**config.mk**
```make
export PLATFORM = sky130hd
export DESIGN_NAME = eightbit_cpu
export DESIGN_NICKNAME = d
export VERILOG_FILES = /design/src/cpu_pkg.sv /design/src/fetch_unit.sv /design/src/exec_unit.sv /design/src/mem_arbiter.sv /design/src/cpu_control.sv /design/src/eightbit_cpu.sv
export SDC_FILE = /design/constraint.sdc
export NUM_CORES = 1
export LEC_CHECK = 0
export ABC_AREA = 1
export BUFFER_PORTS_ARGS = -buffer_cell sky130_fd_sc_hd__buf_2
export CAP_MARGIN = 20
export CORE_MARGIN = 1.5
export CORE_UTILIZATION = 45
export CTS_BUF_LIST = sky130_fd_sc_hd__clkbuf_4
export CTS_CLUSTER_DIAMETER = 30
export DETAILED_ROUTE_END_ITERATION = 8
export PLACE_DENSITY = 0.61
export SETUP_SLACK_MARGIN = 0.15
export SLEW_MARGIN = 20
export SYNTH_ARGS = -nofsm -noshare
export SYNTH_HDL_FRONTEND = slang
export SYNTH_SLANG_ARGS = --single-unit
```
**constraint.sdc**
```tcl
create_clock -name clk -period 4.45 [get_ports clk]
set_clock_uncertainty 0.15 [all_clocks]
set_input_delay 0.2225 -clock clk [delete_from_list [all_inputs] [get_ports clk]]
set_output_delay 0.2225 -clock clk [all_outputs]
set_load 0.01 [all_outputs]
```
**src/cpu_pkg.sv**
```systemverilog
package cpu_pkg;

    // Opcodes of the instruction set. Codes 8 to 14 are not assigned and run as no-ops.
    typedef enum logic [3:0] {
        OP_JMP  = 4'd0,
        OP_LOD  = 4'd1,
        OP_STR  = 4'd2,
        OP_ADD  = 4'd3,
        OP_ADDI = 4'd4,
        OP_LODI = 4'd5,
        OP_NAND = 4'd6,
        OP_JEQZ = 4'd7,
        OP_HLT  = 4'd15
    } op_e;

    // The byte at the lower address is the high byte of the instruction.
    // The address or immediate is {reg1, reg2}.
    // Raw opcode bits are kept so that unassigned codes pass through unchanged.
    typedef struct packed {
        logic [3:0] op;
        logic [3:0] reg0;
        logic [3:0] reg1;
        logic [3:0] reg2;
    } inst_t;

    // One job for the execute unit. STR carries its store data in val1.
    typedef struct packed {
        op_e        op;
        logic [3:0] rd;
        logic [7:0] val1;
        logic [7:0] val2;
        logic [7:0] addr;
    } exec_req_t;

    typedef struct packed {
        logic [3:0] rd;
        logic [7:0] value;
        logic       wen;
    } wb_t;

    // A single-byte bus request.
    typedef struct packed {
        logic [7:0] addr;
        logic [7:0] wdata;
        logic       we;
    } mem_req_t;

    typedef enum logic [1:0] {
        CTL_IDLE,
        CTL_DECODE,
        CTL_EXEC_WAIT,
        CTL_HALTED
    } ctl_state_e;

    typedef enum logic [1:0] {
        FETCH_IDLE,
        FETCH_HI,
        FETCH_LO,
        FETCH_FULL
    } fetch_state_e;

endpackage

```
**src/fetch_unit.sv**
```systemverilog
module fetch_unit (
    input  logic              clk,
    input  logic              rst,
    input  logic              fetch_start,
    input  logic              fetch_flush,
    input  logic [7:0]        fetch_pc,
    input  logic              inst_ready,
    input  logic              bus_ready,
    input  logic [7:0]        bus_rdata,
    output logic              inst_valid,
    output cpu_pkg::inst_t    inst,
    output logic              bus_valid,
    output cpu_pkg::mem_req_t bus_out
);

    cpu_pkg::fetch_state_e state;
    logic [7:0]            pc_q;
    logic [7:0]            hi_q;
    logic [7:0]            req_addr;
    logic [7:0]            drain_addr;
    logic                  req_active;
    logic                  drain;

    assign req_active = (state == cpu_pkg::FETCH_HI) || (state == cpu_pkg::FETCH_LO);
    assign req_addr   = (state == cpu_pkg::FETCH_LO) ? pc_q + 8'd1 : pc_q;

    // A read cut off by a flush stays on the bus until it completes, then its data is dropped.
    assign bus_valid     = drain || req_active;
    assign bus_out.addr  = drain ? drain_addr : req_addr;
    assign bus_out.wdata = 8'h00;
    assign bus_out.we    = 1'b0;

    assign inst_valid = (state == cpu_pkg::FETCH_FULL);

    always_ff @(posedge clk) begin
        if (!rst) begin
            state <= cpu_pkg::FETCH_IDLE;
            drain <= 1'b0;
        end else begin
            if (drain && bus_ready) begin
                drain <= 1'b0;
            end else if (fetch_flush && !drain && req_active && !bus_ready) begin
                drain      <= 1'b1;
                drain_addr <= req_addr;
            end

            if (fetch_start) begin
                state <= cpu_pkg::FETCH_HI;
                pc_q  <= fetch_pc;
            end else if (fetch_flush) begin
                state <= cpu_pkg::FETCH_IDLE;
            end else begin
                case (state)
                    cpu_pkg::FETCH_HI: begin
                        if (bus_ready && !drain) begin
                            hi_q  <= bus_rdata;
                            state <= cpu_pkg::FETCH_LO;
                        end
                    end
                    cpu_pkg::FETCH_LO: begin
                        if (bus_ready && !drain) begin
                            inst  <= cpu_pkg::inst_t'({hi_q, bus_rdata});
                            state <= cpu_pkg::FETCH_FULL;
                        end
                    end
                    cpu_pkg::FETCH_FULL: begin
                        if (inst_ready) state <= cpu_pkg::FETCH_IDLE;
                    end
                    default: ;
                endcase
            end
        end
    end

endmodule

```
**src/exec_unit.sv**
```systemverilog
module exec_unit (
    input  logic                clk,
    input  logic                rst,
    input  logic                exec_valid,
    input  cpu_pkg::exec_req_t  exec_job,
    input  logic                wb_ready,
    input  logic                bus_ready,
    input  logic [7:0]          bus_rdata,
    output logic                exec_ready,
    output logic                wb_valid,
    output cpu_pkg::wb_t        wb,
    output logic                bus_valid,
    output cpu_pkg::mem_req_t   bus_out
);

    cpu_pkg::exec_req_t job_q;
    logic               mem_busy;
    logic               is_mem;
    logic [7:0]         alu_value;
    logic               alu_wen;

    // One job at a time; a pending writeback blocks the next one.
    assign exec_ready = !wb_valid && !mem_busy;

    assign is_mem = (exec_job.op == cpu_pkg::OP_LOD) || (exec_job.op == cpu_pkg::OP_STR);

    always_comb begin
        alu_value = 8'h00;
        alu_wen   = 1'b1;
        case (exec_job.op)
            cpu_pkg::OP_ADD,
            cpu_pkg::OP_ADDI: alu_value = exec_job.val1 + exec_job.val2;
            cpu_pkg::OP_NAND: alu_value = ~(exec_job.val1 & exec_job.val2);
            cpu_pkg::OP_LODI: alu_value = exec_job.val1;
            default:          alu_wen   = 1'b0;
        endcase
    end

    assign bus_valid     = mem_busy;
    assign bus_out.addr  = job_q.addr;
    assign bus_out.wdata = job_q.val1;
    assign bus_out.we    = (job_q.op == cpu_pkg::OP_STR);

    always_ff @(posedge clk) begin
        if (!rst) begin
            mem_busy <= 1'b0;
            wb_valid <= 1'b0;
        end else begin
            if (exec_valid && exec_ready) begin
                if (is_mem) begin
                    job_q    <= exec_job;
                    mem_busy <= 1'b1;
                end else begin
                    wb.rd    <= exec_job.rd;
                    wb.value <= alu_value;
                    wb.wen   <= alu_wen;
                    wb_valid <= 1'b1;
                end
            end else if (mem_busy && bus_ready) begin
                // A store also returns a record so that control knows it finished.
                wb.rd    <= job_q.rd;
                wb.value <= bus_rdata;
                wb.wen   <= (job_q.op == cpu_pkg::OP_LOD);
                wb_valid <= 1'b1;
                mem_busy <= 1'b0;
            end else if (wb_valid && wb_ready) begin
                wb_valid <= 1'b0;
            end
        end
    end

endmodule

```
**src/mem_arbiter.sv**
```systemverilog
module mem_arbiter (
    input  logic              clk,
    input  logic              rst,
    input  logic              fetch_valid,
    input  cpu_pkg::mem_req_t fetch_out,
    input  logic              exec_valid,
    input  cpu_pkg::mem_req_t exec_out,
    input  logic              mem_ready,
    input  logic [7:0]        mem_rdata,
    output logic              fetch_ready,
    output logic [7:0]        fetch_rdata,
    output logic              exec_ready,
    output logic [7:0]        exec_rdata,
    output logic              mem_req,
    output cpu_pkg::mem_req_t mem_out
);

    // Set when the current grant belongs to the execute unit.
    logic owner_exec;

    // The grant is held while mem_req is high, and a new one is made
    // only once the port is idle again.
    always_ff @(posedge clk) begin
        if (!rst) begin
            mem_req    <= 1'b0;
            owner_exec <= 1'b0;
            mem_out    <= '0;
        end else if (mem_req) begin
            if (mem_ready) mem_req <= 1'b0;
        end else if (exec_valid) begin
            mem_req    <= 1'b1;
            owner_exec <= 1'b1;
            mem_out    <= exec_out;
        end else if (fetch_valid) begin
            mem_req    <= 1'b1;
            owner_exec <= 1'b0;
            mem_out    <= fetch_out;
        end
    end

    // Only the owner sees the handshake and the read data.
    assign exec_ready  = mem_req && owner_exec && mem_ready;
    assign fetch_ready = mem_req && !owner_exec && mem_ready;
    assign exec_rdata  = owner_exec ? mem_rdata : 8'h00;
    assign fetch_rdata = owner_exec ? 8'h00 : mem_rdata;

endmodule

```
**src/cpu_control.sv**
```systemverilog
module cpu_control #(
    parameter logic [7:0] RESET_PC = 8'h00
) (
    input  logic               clk,
    input  logic               rst,
    input  logic               inst_valid,
    input  cpu_pkg::inst_t     inst,
    input  logic               exec_ready,
    input  logic               wb_valid,
    input  cpu_pkg::wb_t       wb,
    output logic               fetch_start,
    output logic               fetch_flush,
    output logic [7:0]         fetch_pc,
    output logic               inst_ready,
    output logic               exec_valid,
    output cpu_pkg::exec_req_t exec_job,
    output logic               wb_ready,
    output logic               halted
);

    cpu_pkg::ctl_state_e state;
    cpu_pkg::inst_t      inst_q;
    cpu_pkg::op_e        op;
    cpu_pkg::exec_req_t  job_d;
    logic [7:0]          pc;
    logic [7:0]          regs [16];
    logic [7:0]          imm;
    logic                is_exec;
    logic                take_branch;

    // The program counter points at the next instruction to fetch.
    assign fetch_pc = pc;

    assign op  = cpu_pkg::op_e'(inst_q.op);
    assign imm = {inst_q.reg1, inst_q.reg2};

    assign inst_ready = (state == cpu_pkg::CTL_IDLE);
    assign wb_ready   = (state == cpu_pkg::CTL_EXEC_WAIT);
    assign halted     = (state == cpu_pkg::CTL_HALTED);

    // Decode and operand read.
    always_comb begin
        job_d       = '0;
        job_d.op    = op;
        job_d.rd    = inst_q.reg0;
        is_exec     = 1'b1;
        take_branch = 1'b0;
        case (op)
            cpu_pkg::OP_LOD: job_d.addr = imm;
            cpu_pkg::OP_STR: begin
                job_d.val1 = regs[inst_q.reg0];
                job_d.addr = imm;
            end
            cpu_pkg::OP_ADD,
            cpu_pkg::OP_NAND: begin
                job_d.val1 = regs[inst_q.reg1];
                job_d.val2 = regs[inst_q.reg2];
            end
            // ADDI adds the 8-bit immediate to reg0 in place.
            cpu_pkg::OP_ADDI: begin
                job_d.val1 = regs[inst_q.reg0];
                job_d.val2 = imm;
            end
            cpu_pkg::OP_LODI: job_d.val1 = imm;
            cpu_pkg::OP_JMP: begin
                is_exec     = 1'b0;
                take_branch = 1'b1;
            end
            cpu_pkg::OP_JEQZ: begin
                is_exec     = 1'b0;
                take_branch = (regs[inst_q.reg0] == 8'h00);
            end
            default: is_exec = 1'b0;
        endcase
    end

    always_ff @(posedge clk) begin
        if (!rst) begin
            state       <= cpu_pkg::CTL_IDLE;
            pc          <= RESET_PC;
            // Held high through reset so the first fetch starts right after release.
            fetch_start <= 1'b1;
            fetch_flush <= 1'b0;
            exec_valid  <= 1'b0;
        end else begin
            fetch_start <= 1'b0;
            fetch_flush <= 1'b0;
            case (state)
                cpu_pkg::CTL_IDLE: begin
                    if (inst_valid) begin
                        inst_q      <= inst;
                        pc          <= pc + 8'd2;
                        fetch_start <= 1'b1;
                        state       <= cpu_pkg::CTL_DECODE;
                    end
                end
                cpu_pkg::CTL_DECODE: begin
                    if (is_exec) begin
                        exec_job   <= job_d;
                        exec_valid <= 1'b1;
                        state      <= cpu_pkg::CTL_EXEC_WAIT;
                    end else if (op == cpu_pkg::OP_HLT) begin
                        fetch_flush <= 1'b1;
                        state       <= cpu_pkg::CTL_HALTED;
                    end else begin
                        if (take_branch) begin
                            pc          <= imm;
                            fetch_flush <= 1'b1;
                            fetch_start <= 1'b1;
                        end
                        state <= cpu_pkg::CTL_IDLE;
                    end
                end
                cpu_pkg::CTL_EXEC_WAIT: begin
                    if (exec_valid && exec_ready) exec_valid <= 1'b0;
                    if (wb_valid) state <= cpu_pkg::CTL_IDLE;
                end
                default: ;
            endcase
        end
    end

    always_ff @(posedge clk) begin
        if (wb_valid && wb_ready && wb.wen) begin
            regs[wb.rd] <= wb.value;
        end
    end

endmodule

```
**src/eightbit_cpu.sv**
```systemverilog
module eightbit_cpu #(
    parameter logic [7:0] RESET_PC = 8'h00
) (
    input  logic              clk,
    input  logic              rst,
    output logic              mem_req,
    output cpu_pkg::mem_req_t mem_out,
    input  logic              mem_ready,
    input  logic [7:0]        mem_rdata,
    output logic              halted
);

    cpu_pkg::inst_t     inst;
    cpu_pkg::exec_req_t exec_job;
    cpu_pkg::wb_t       wb;
    cpu_pkg::mem_req_t  fetch_out;
    cpu_pkg::mem_req_t  exec_out;
    logic               fetch_start;
    logic               fetch_flush;
    logic [7:0]         fetch_pc;
    logic               inst_valid;
    logic               inst_ready;
    logic               exec_valid;
    logic               exec_ready;
    logic               wb_valid;
    logic               wb_ready;
    logic               fetch_bus_valid;
    logic               fetch_bus_ready;
    logic [7:0]         fetch_bus_rdata;
    logic               exec_bus_valid;
    logic               exec_bus_ready;
    logic [7:0]         exec_bus_rdata;

    cpu_control #(.RESET_PC(RESET_PC)) u_control (
        .clk(clk), .rst(rst),
        .inst_valid(inst_valid), .inst(inst),
        .exec_ready(exec_ready), .wb_valid(wb_valid), .wb(wb),
        .fetch_start(fetch_start), .fetch_flush(fetch_flush), .fetch_pc(fetch_pc),
        .inst_ready(inst_ready), .exec_valid(exec_valid), .exec_job(exec_job),
        .wb_ready(wb_ready), .halted(halted)
    );

    fetch_unit u_fetch (
        .clk(clk), .rst(rst),
        .fetch_start(fetch_start), .fetch_flush(fetch_flush), .fetch_pc(fetch_pc),
        .inst_ready(inst_ready), .bus_ready(fetch_bus_ready), .bus_rdata(fetch_bus_rdata),
        .inst_valid(inst_valid), .inst(inst),
        .bus_valid(fetch_bus_valid), .bus_out(fetch_out)
    );

    exec_unit u_exec (
        .clk(clk), .rst(rst),
        .exec_valid(exec_valid), .exec_job(exec_job), .wb_ready(wb_ready),
        .bus_ready(exec_bus_ready), .bus_rdata(exec_bus_rdata),
        .exec_ready(exec_ready), .wb_valid(wb_valid), .wb(wb),
        .bus_valid(exec_bus_valid), .bus_out(exec_out)
    );

    mem_arbiter u_arbiter (
        .clk(clk), .rst(rst),
        .fetch_valid(fetch_bus_valid), .fetch_out(fetch_out),
        .exec_valid(exec_bus_valid), .exec_out(exec_out),
        .mem_ready(mem_ready), .mem_rdata(mem_rdata),
        .fetch_ready(fetch_bus_ready), .fetch_rdata(fetch_bus_rdata),
        .exec_ready(exec_bus_ready), .exec_rdata(exec_bus_rdata),
        .mem_req(mem_req), .mem_out(mem_out)
    );

endmodule

```
==> run metrics <==
Final Max Tran Viols 0; synth top area cells edfxtp_1, nand2_1, dfxtp_1; die width 183.9 um; Starting Density 45.50%; Pleak 0.006413 uW; Synth warnings 0; Crit Path Category flip-flop to flip-flop; global route overflow 0; most frequent cell after synthesis nand2_1; final hold vios 0; 1st-iter DRT viols 1347; setup bufs post-CTS 0; post-synthesis sequential element count 302; CTS Buf Count 87; GR Util All Layers 25.96%; via count 12141; RSZ-0062 raised after global routing no; pre-CTS WS 1.386 ns; # resized after CTS 0; ratio of final minimum period to clock period 71.44%; clock sink count 302; routed length per instance 19.86 um; H-tree depth 3; initial antenna violation count 1; vias per cell 5.613; Hold/Removal Path Class input port to flip-flop; dominant cell type by area after synthesis edfxtp_1; Worst-path clk slew 0.07 ns; TritonCTS clock tree built; slowest stage delay, CP 0.67 ns; DRT Wirelength 42.96 mm; DP Cell Count 1995; worst path buffer plus inverter count 1; Mapped Avg Cell Area 9.305 um2; CTS hold repair buffers 10; Setup Viol. Count Final 0; RePlAce Congestion 0.9594; synthesis-to-finish area growth 12.62%; first-pass GRT wire length 65.13 mm; Power Dens Cells 406.9 mW/mm2; CTS max path bufs 3; Most Frequent Cell on Critical Path nand2_1; Commonest cells post-synth nand2_1, edfxtp_1, o21ai_0, inv_1, a21oi_1; Post-synth EDFFs 253; fraction of registers with async set/reset 0%; port bufs 29; Post-Syn Instances 1583; Synth Flop Type edfxtp_1; endpoint type of the worst setup path flip-flop; maximum VDD drop 0.0002262 V; Worst-Margin Slew 1.201 ns; largest net degree at the start of global routing 111; Max Freq 314.6 MHz; minimum hold slack 0.2414 ns; CP Data Required Time 4.93 ns; critical path fanouts, max 62; crit-path cells buf_4, or2_2, nand3_1, nand3_1, nand3_1, nand2_1, nor2_1, nand2_1, nor2_1, nand2_1, nand3_2, nand2_1, nand2_1, nand2_1, nor2_1; I/O Pins 30; Critical Path Source Type flip-flop; row count 66; post-route DRC violation count 0; Final ANT Viol Nets 0; CP max-delay cell dfxtp_4; clock root cell clkbuf_4; Yosys cell types 41; Rel. slew slack 19.63%; sequential fraction of the synthesis area 58.24%; first drt pass iteration count 8; core area 0.03237 mm2; Synth top area share 51.58%; DIE HEIGHT 183.9 um; Cell Area, Synth 0.01473 mm2; end-of-flow core utilization 51.24%; Die Area 0.03383 mm2; min setup slack post-route 1.271 ns; syn_nets 1614; final net count 1683; fin crit period 3.179 ns; post-DP HPWL 28.86 mm; CP delay by family, top simple AND/OR/NAND/NOR gates; Worst Path Arrival 3.66 ns; clk_lat worst skew 0.79 ns; hold_sp mem_rdata[7]; vias in the first global route 11172; MaxCap Viol Count 0; Fin Setup TNS 0 ns; outcome finished clean; fin cells 2163; share of cells above drive strength 1 12.85%
## power by group
part           switching [uW]  total, uW  leakage, uW  internal, uW
clock network            1200       2780     0.000713          1580
registers                 156       3370      0.00270          3210
logic                     397        599      0.00300           202
## through the flow
step	power (uW)	cell area, um2
final	6749	16590
after global routing	7076	16590
after detailed placement	4011	15270
after global placement	4001	15270
after CTS	6805	16580
after floorplan	3791	14730
## cells by family (layout without fill, tap and decap cells)
family                     after synthesis  in the layout  share of synthesized area, %
AOI/OAI and AO/OA                      460            460                         17.66
xor gates and xnor gates                10             10                        0.5946
adders and majority gates               20             20                         1.750
buffers and inverters                  258            395                         6.940
DFF                                    302            302                         58.24
other                                    0              1                             0
and+or+nand+nor                        533            533                         14.81
## registers in the layout, summed over array words and instances, names as in the netlist, 4 cells and up, named ones only
register	count
u_control.regs	128
u_control.exec_job	32
u_arbiter.mem_out	17
u_exec.bus_out	16
u_fetch.inst	16
u_exec.wb	13
u_control.fetch_pc	8
u_control.imm	8
u_exec.job_q	8
u_fetch.drain_addr	8
u_fetch.hi_q	8
u_fetch.pc_q	8
u_control.inst_q	4
u_control.op	4
## per-layer routing
| layer | vias to the layer above | global-route usage (%) | part of all wire, % |
|---|---|---|---|
| met1 | 5675 | 35.25 | 42 |
| met3 | 121 | 6.082 | 10 |
| met4 | 2 | 12.07 | 3.9 |
| met2 | 615 | 39.30 | 44 |
| met5 | - | 0.8889 | 0.10 |
| li1 | 5728 | - | - |
## worst min-delay path, stage by stage
cell           delay, ns
dlygate4sd3_1       0.52
buf_2               0.17
nand2_1             0.09
nand2_1             0.07
## worst paths after layout
check                                                           to  slack, ns  cells after the start
worst max-delay path            u_control.fetch_pc[5]$_SDFFE_PN0P_       1.27                     15
worst min-delay path                        u_exec.wb[8]$_DFFE_PP_       0.24                      4
worst max register to register  u_control.fetch_pc[5]$_SDFFE_PN0P_       1.27                     15
worst min register to register          u_fetch.inst[10]$_DFFE_PP_       0.26                      0
## cell usage in the layout (no fill, tap or decap), types with 4 or more instances in the layout
cell / instances
nand2_1: 282
edfxtp_1: 253
o21ai_0: 177
inv_1: 165
a21oi_1: 162
clkbuf_4: 124
nor2_1: 118
nand3_1: 106
o211ai_1: 59
dfxtp_1: 45
buf_2: 29
buf_4: 27
clkinv_1: 21
ha_1: 19
a22oi_1: 14
o22ai_1: 11
clkinv_2: 11
dlygate4sd3_1: 10
or2_2: 9
a31oi_1: 7
nor2_2: 7
xor2_1: 6
nor3_1: 6
o311ai_0: 6
a211oi_1: 6
bufinv_16: 5
xnor2_1: 4
o31ai_1: 4
## layout make-up
cell class	instances	area [um2]
diodes	1	2.502
clock buffers	124	930.9
clock inverters	33	274.0
fillers	3067	15780
inverters	172	645.6
multi-input cells	1023	5146
flip-flops and latches	302	8588
well taps	442	553.0
repair buffers	66	447.9
Power figures use the tool's default switching activity.
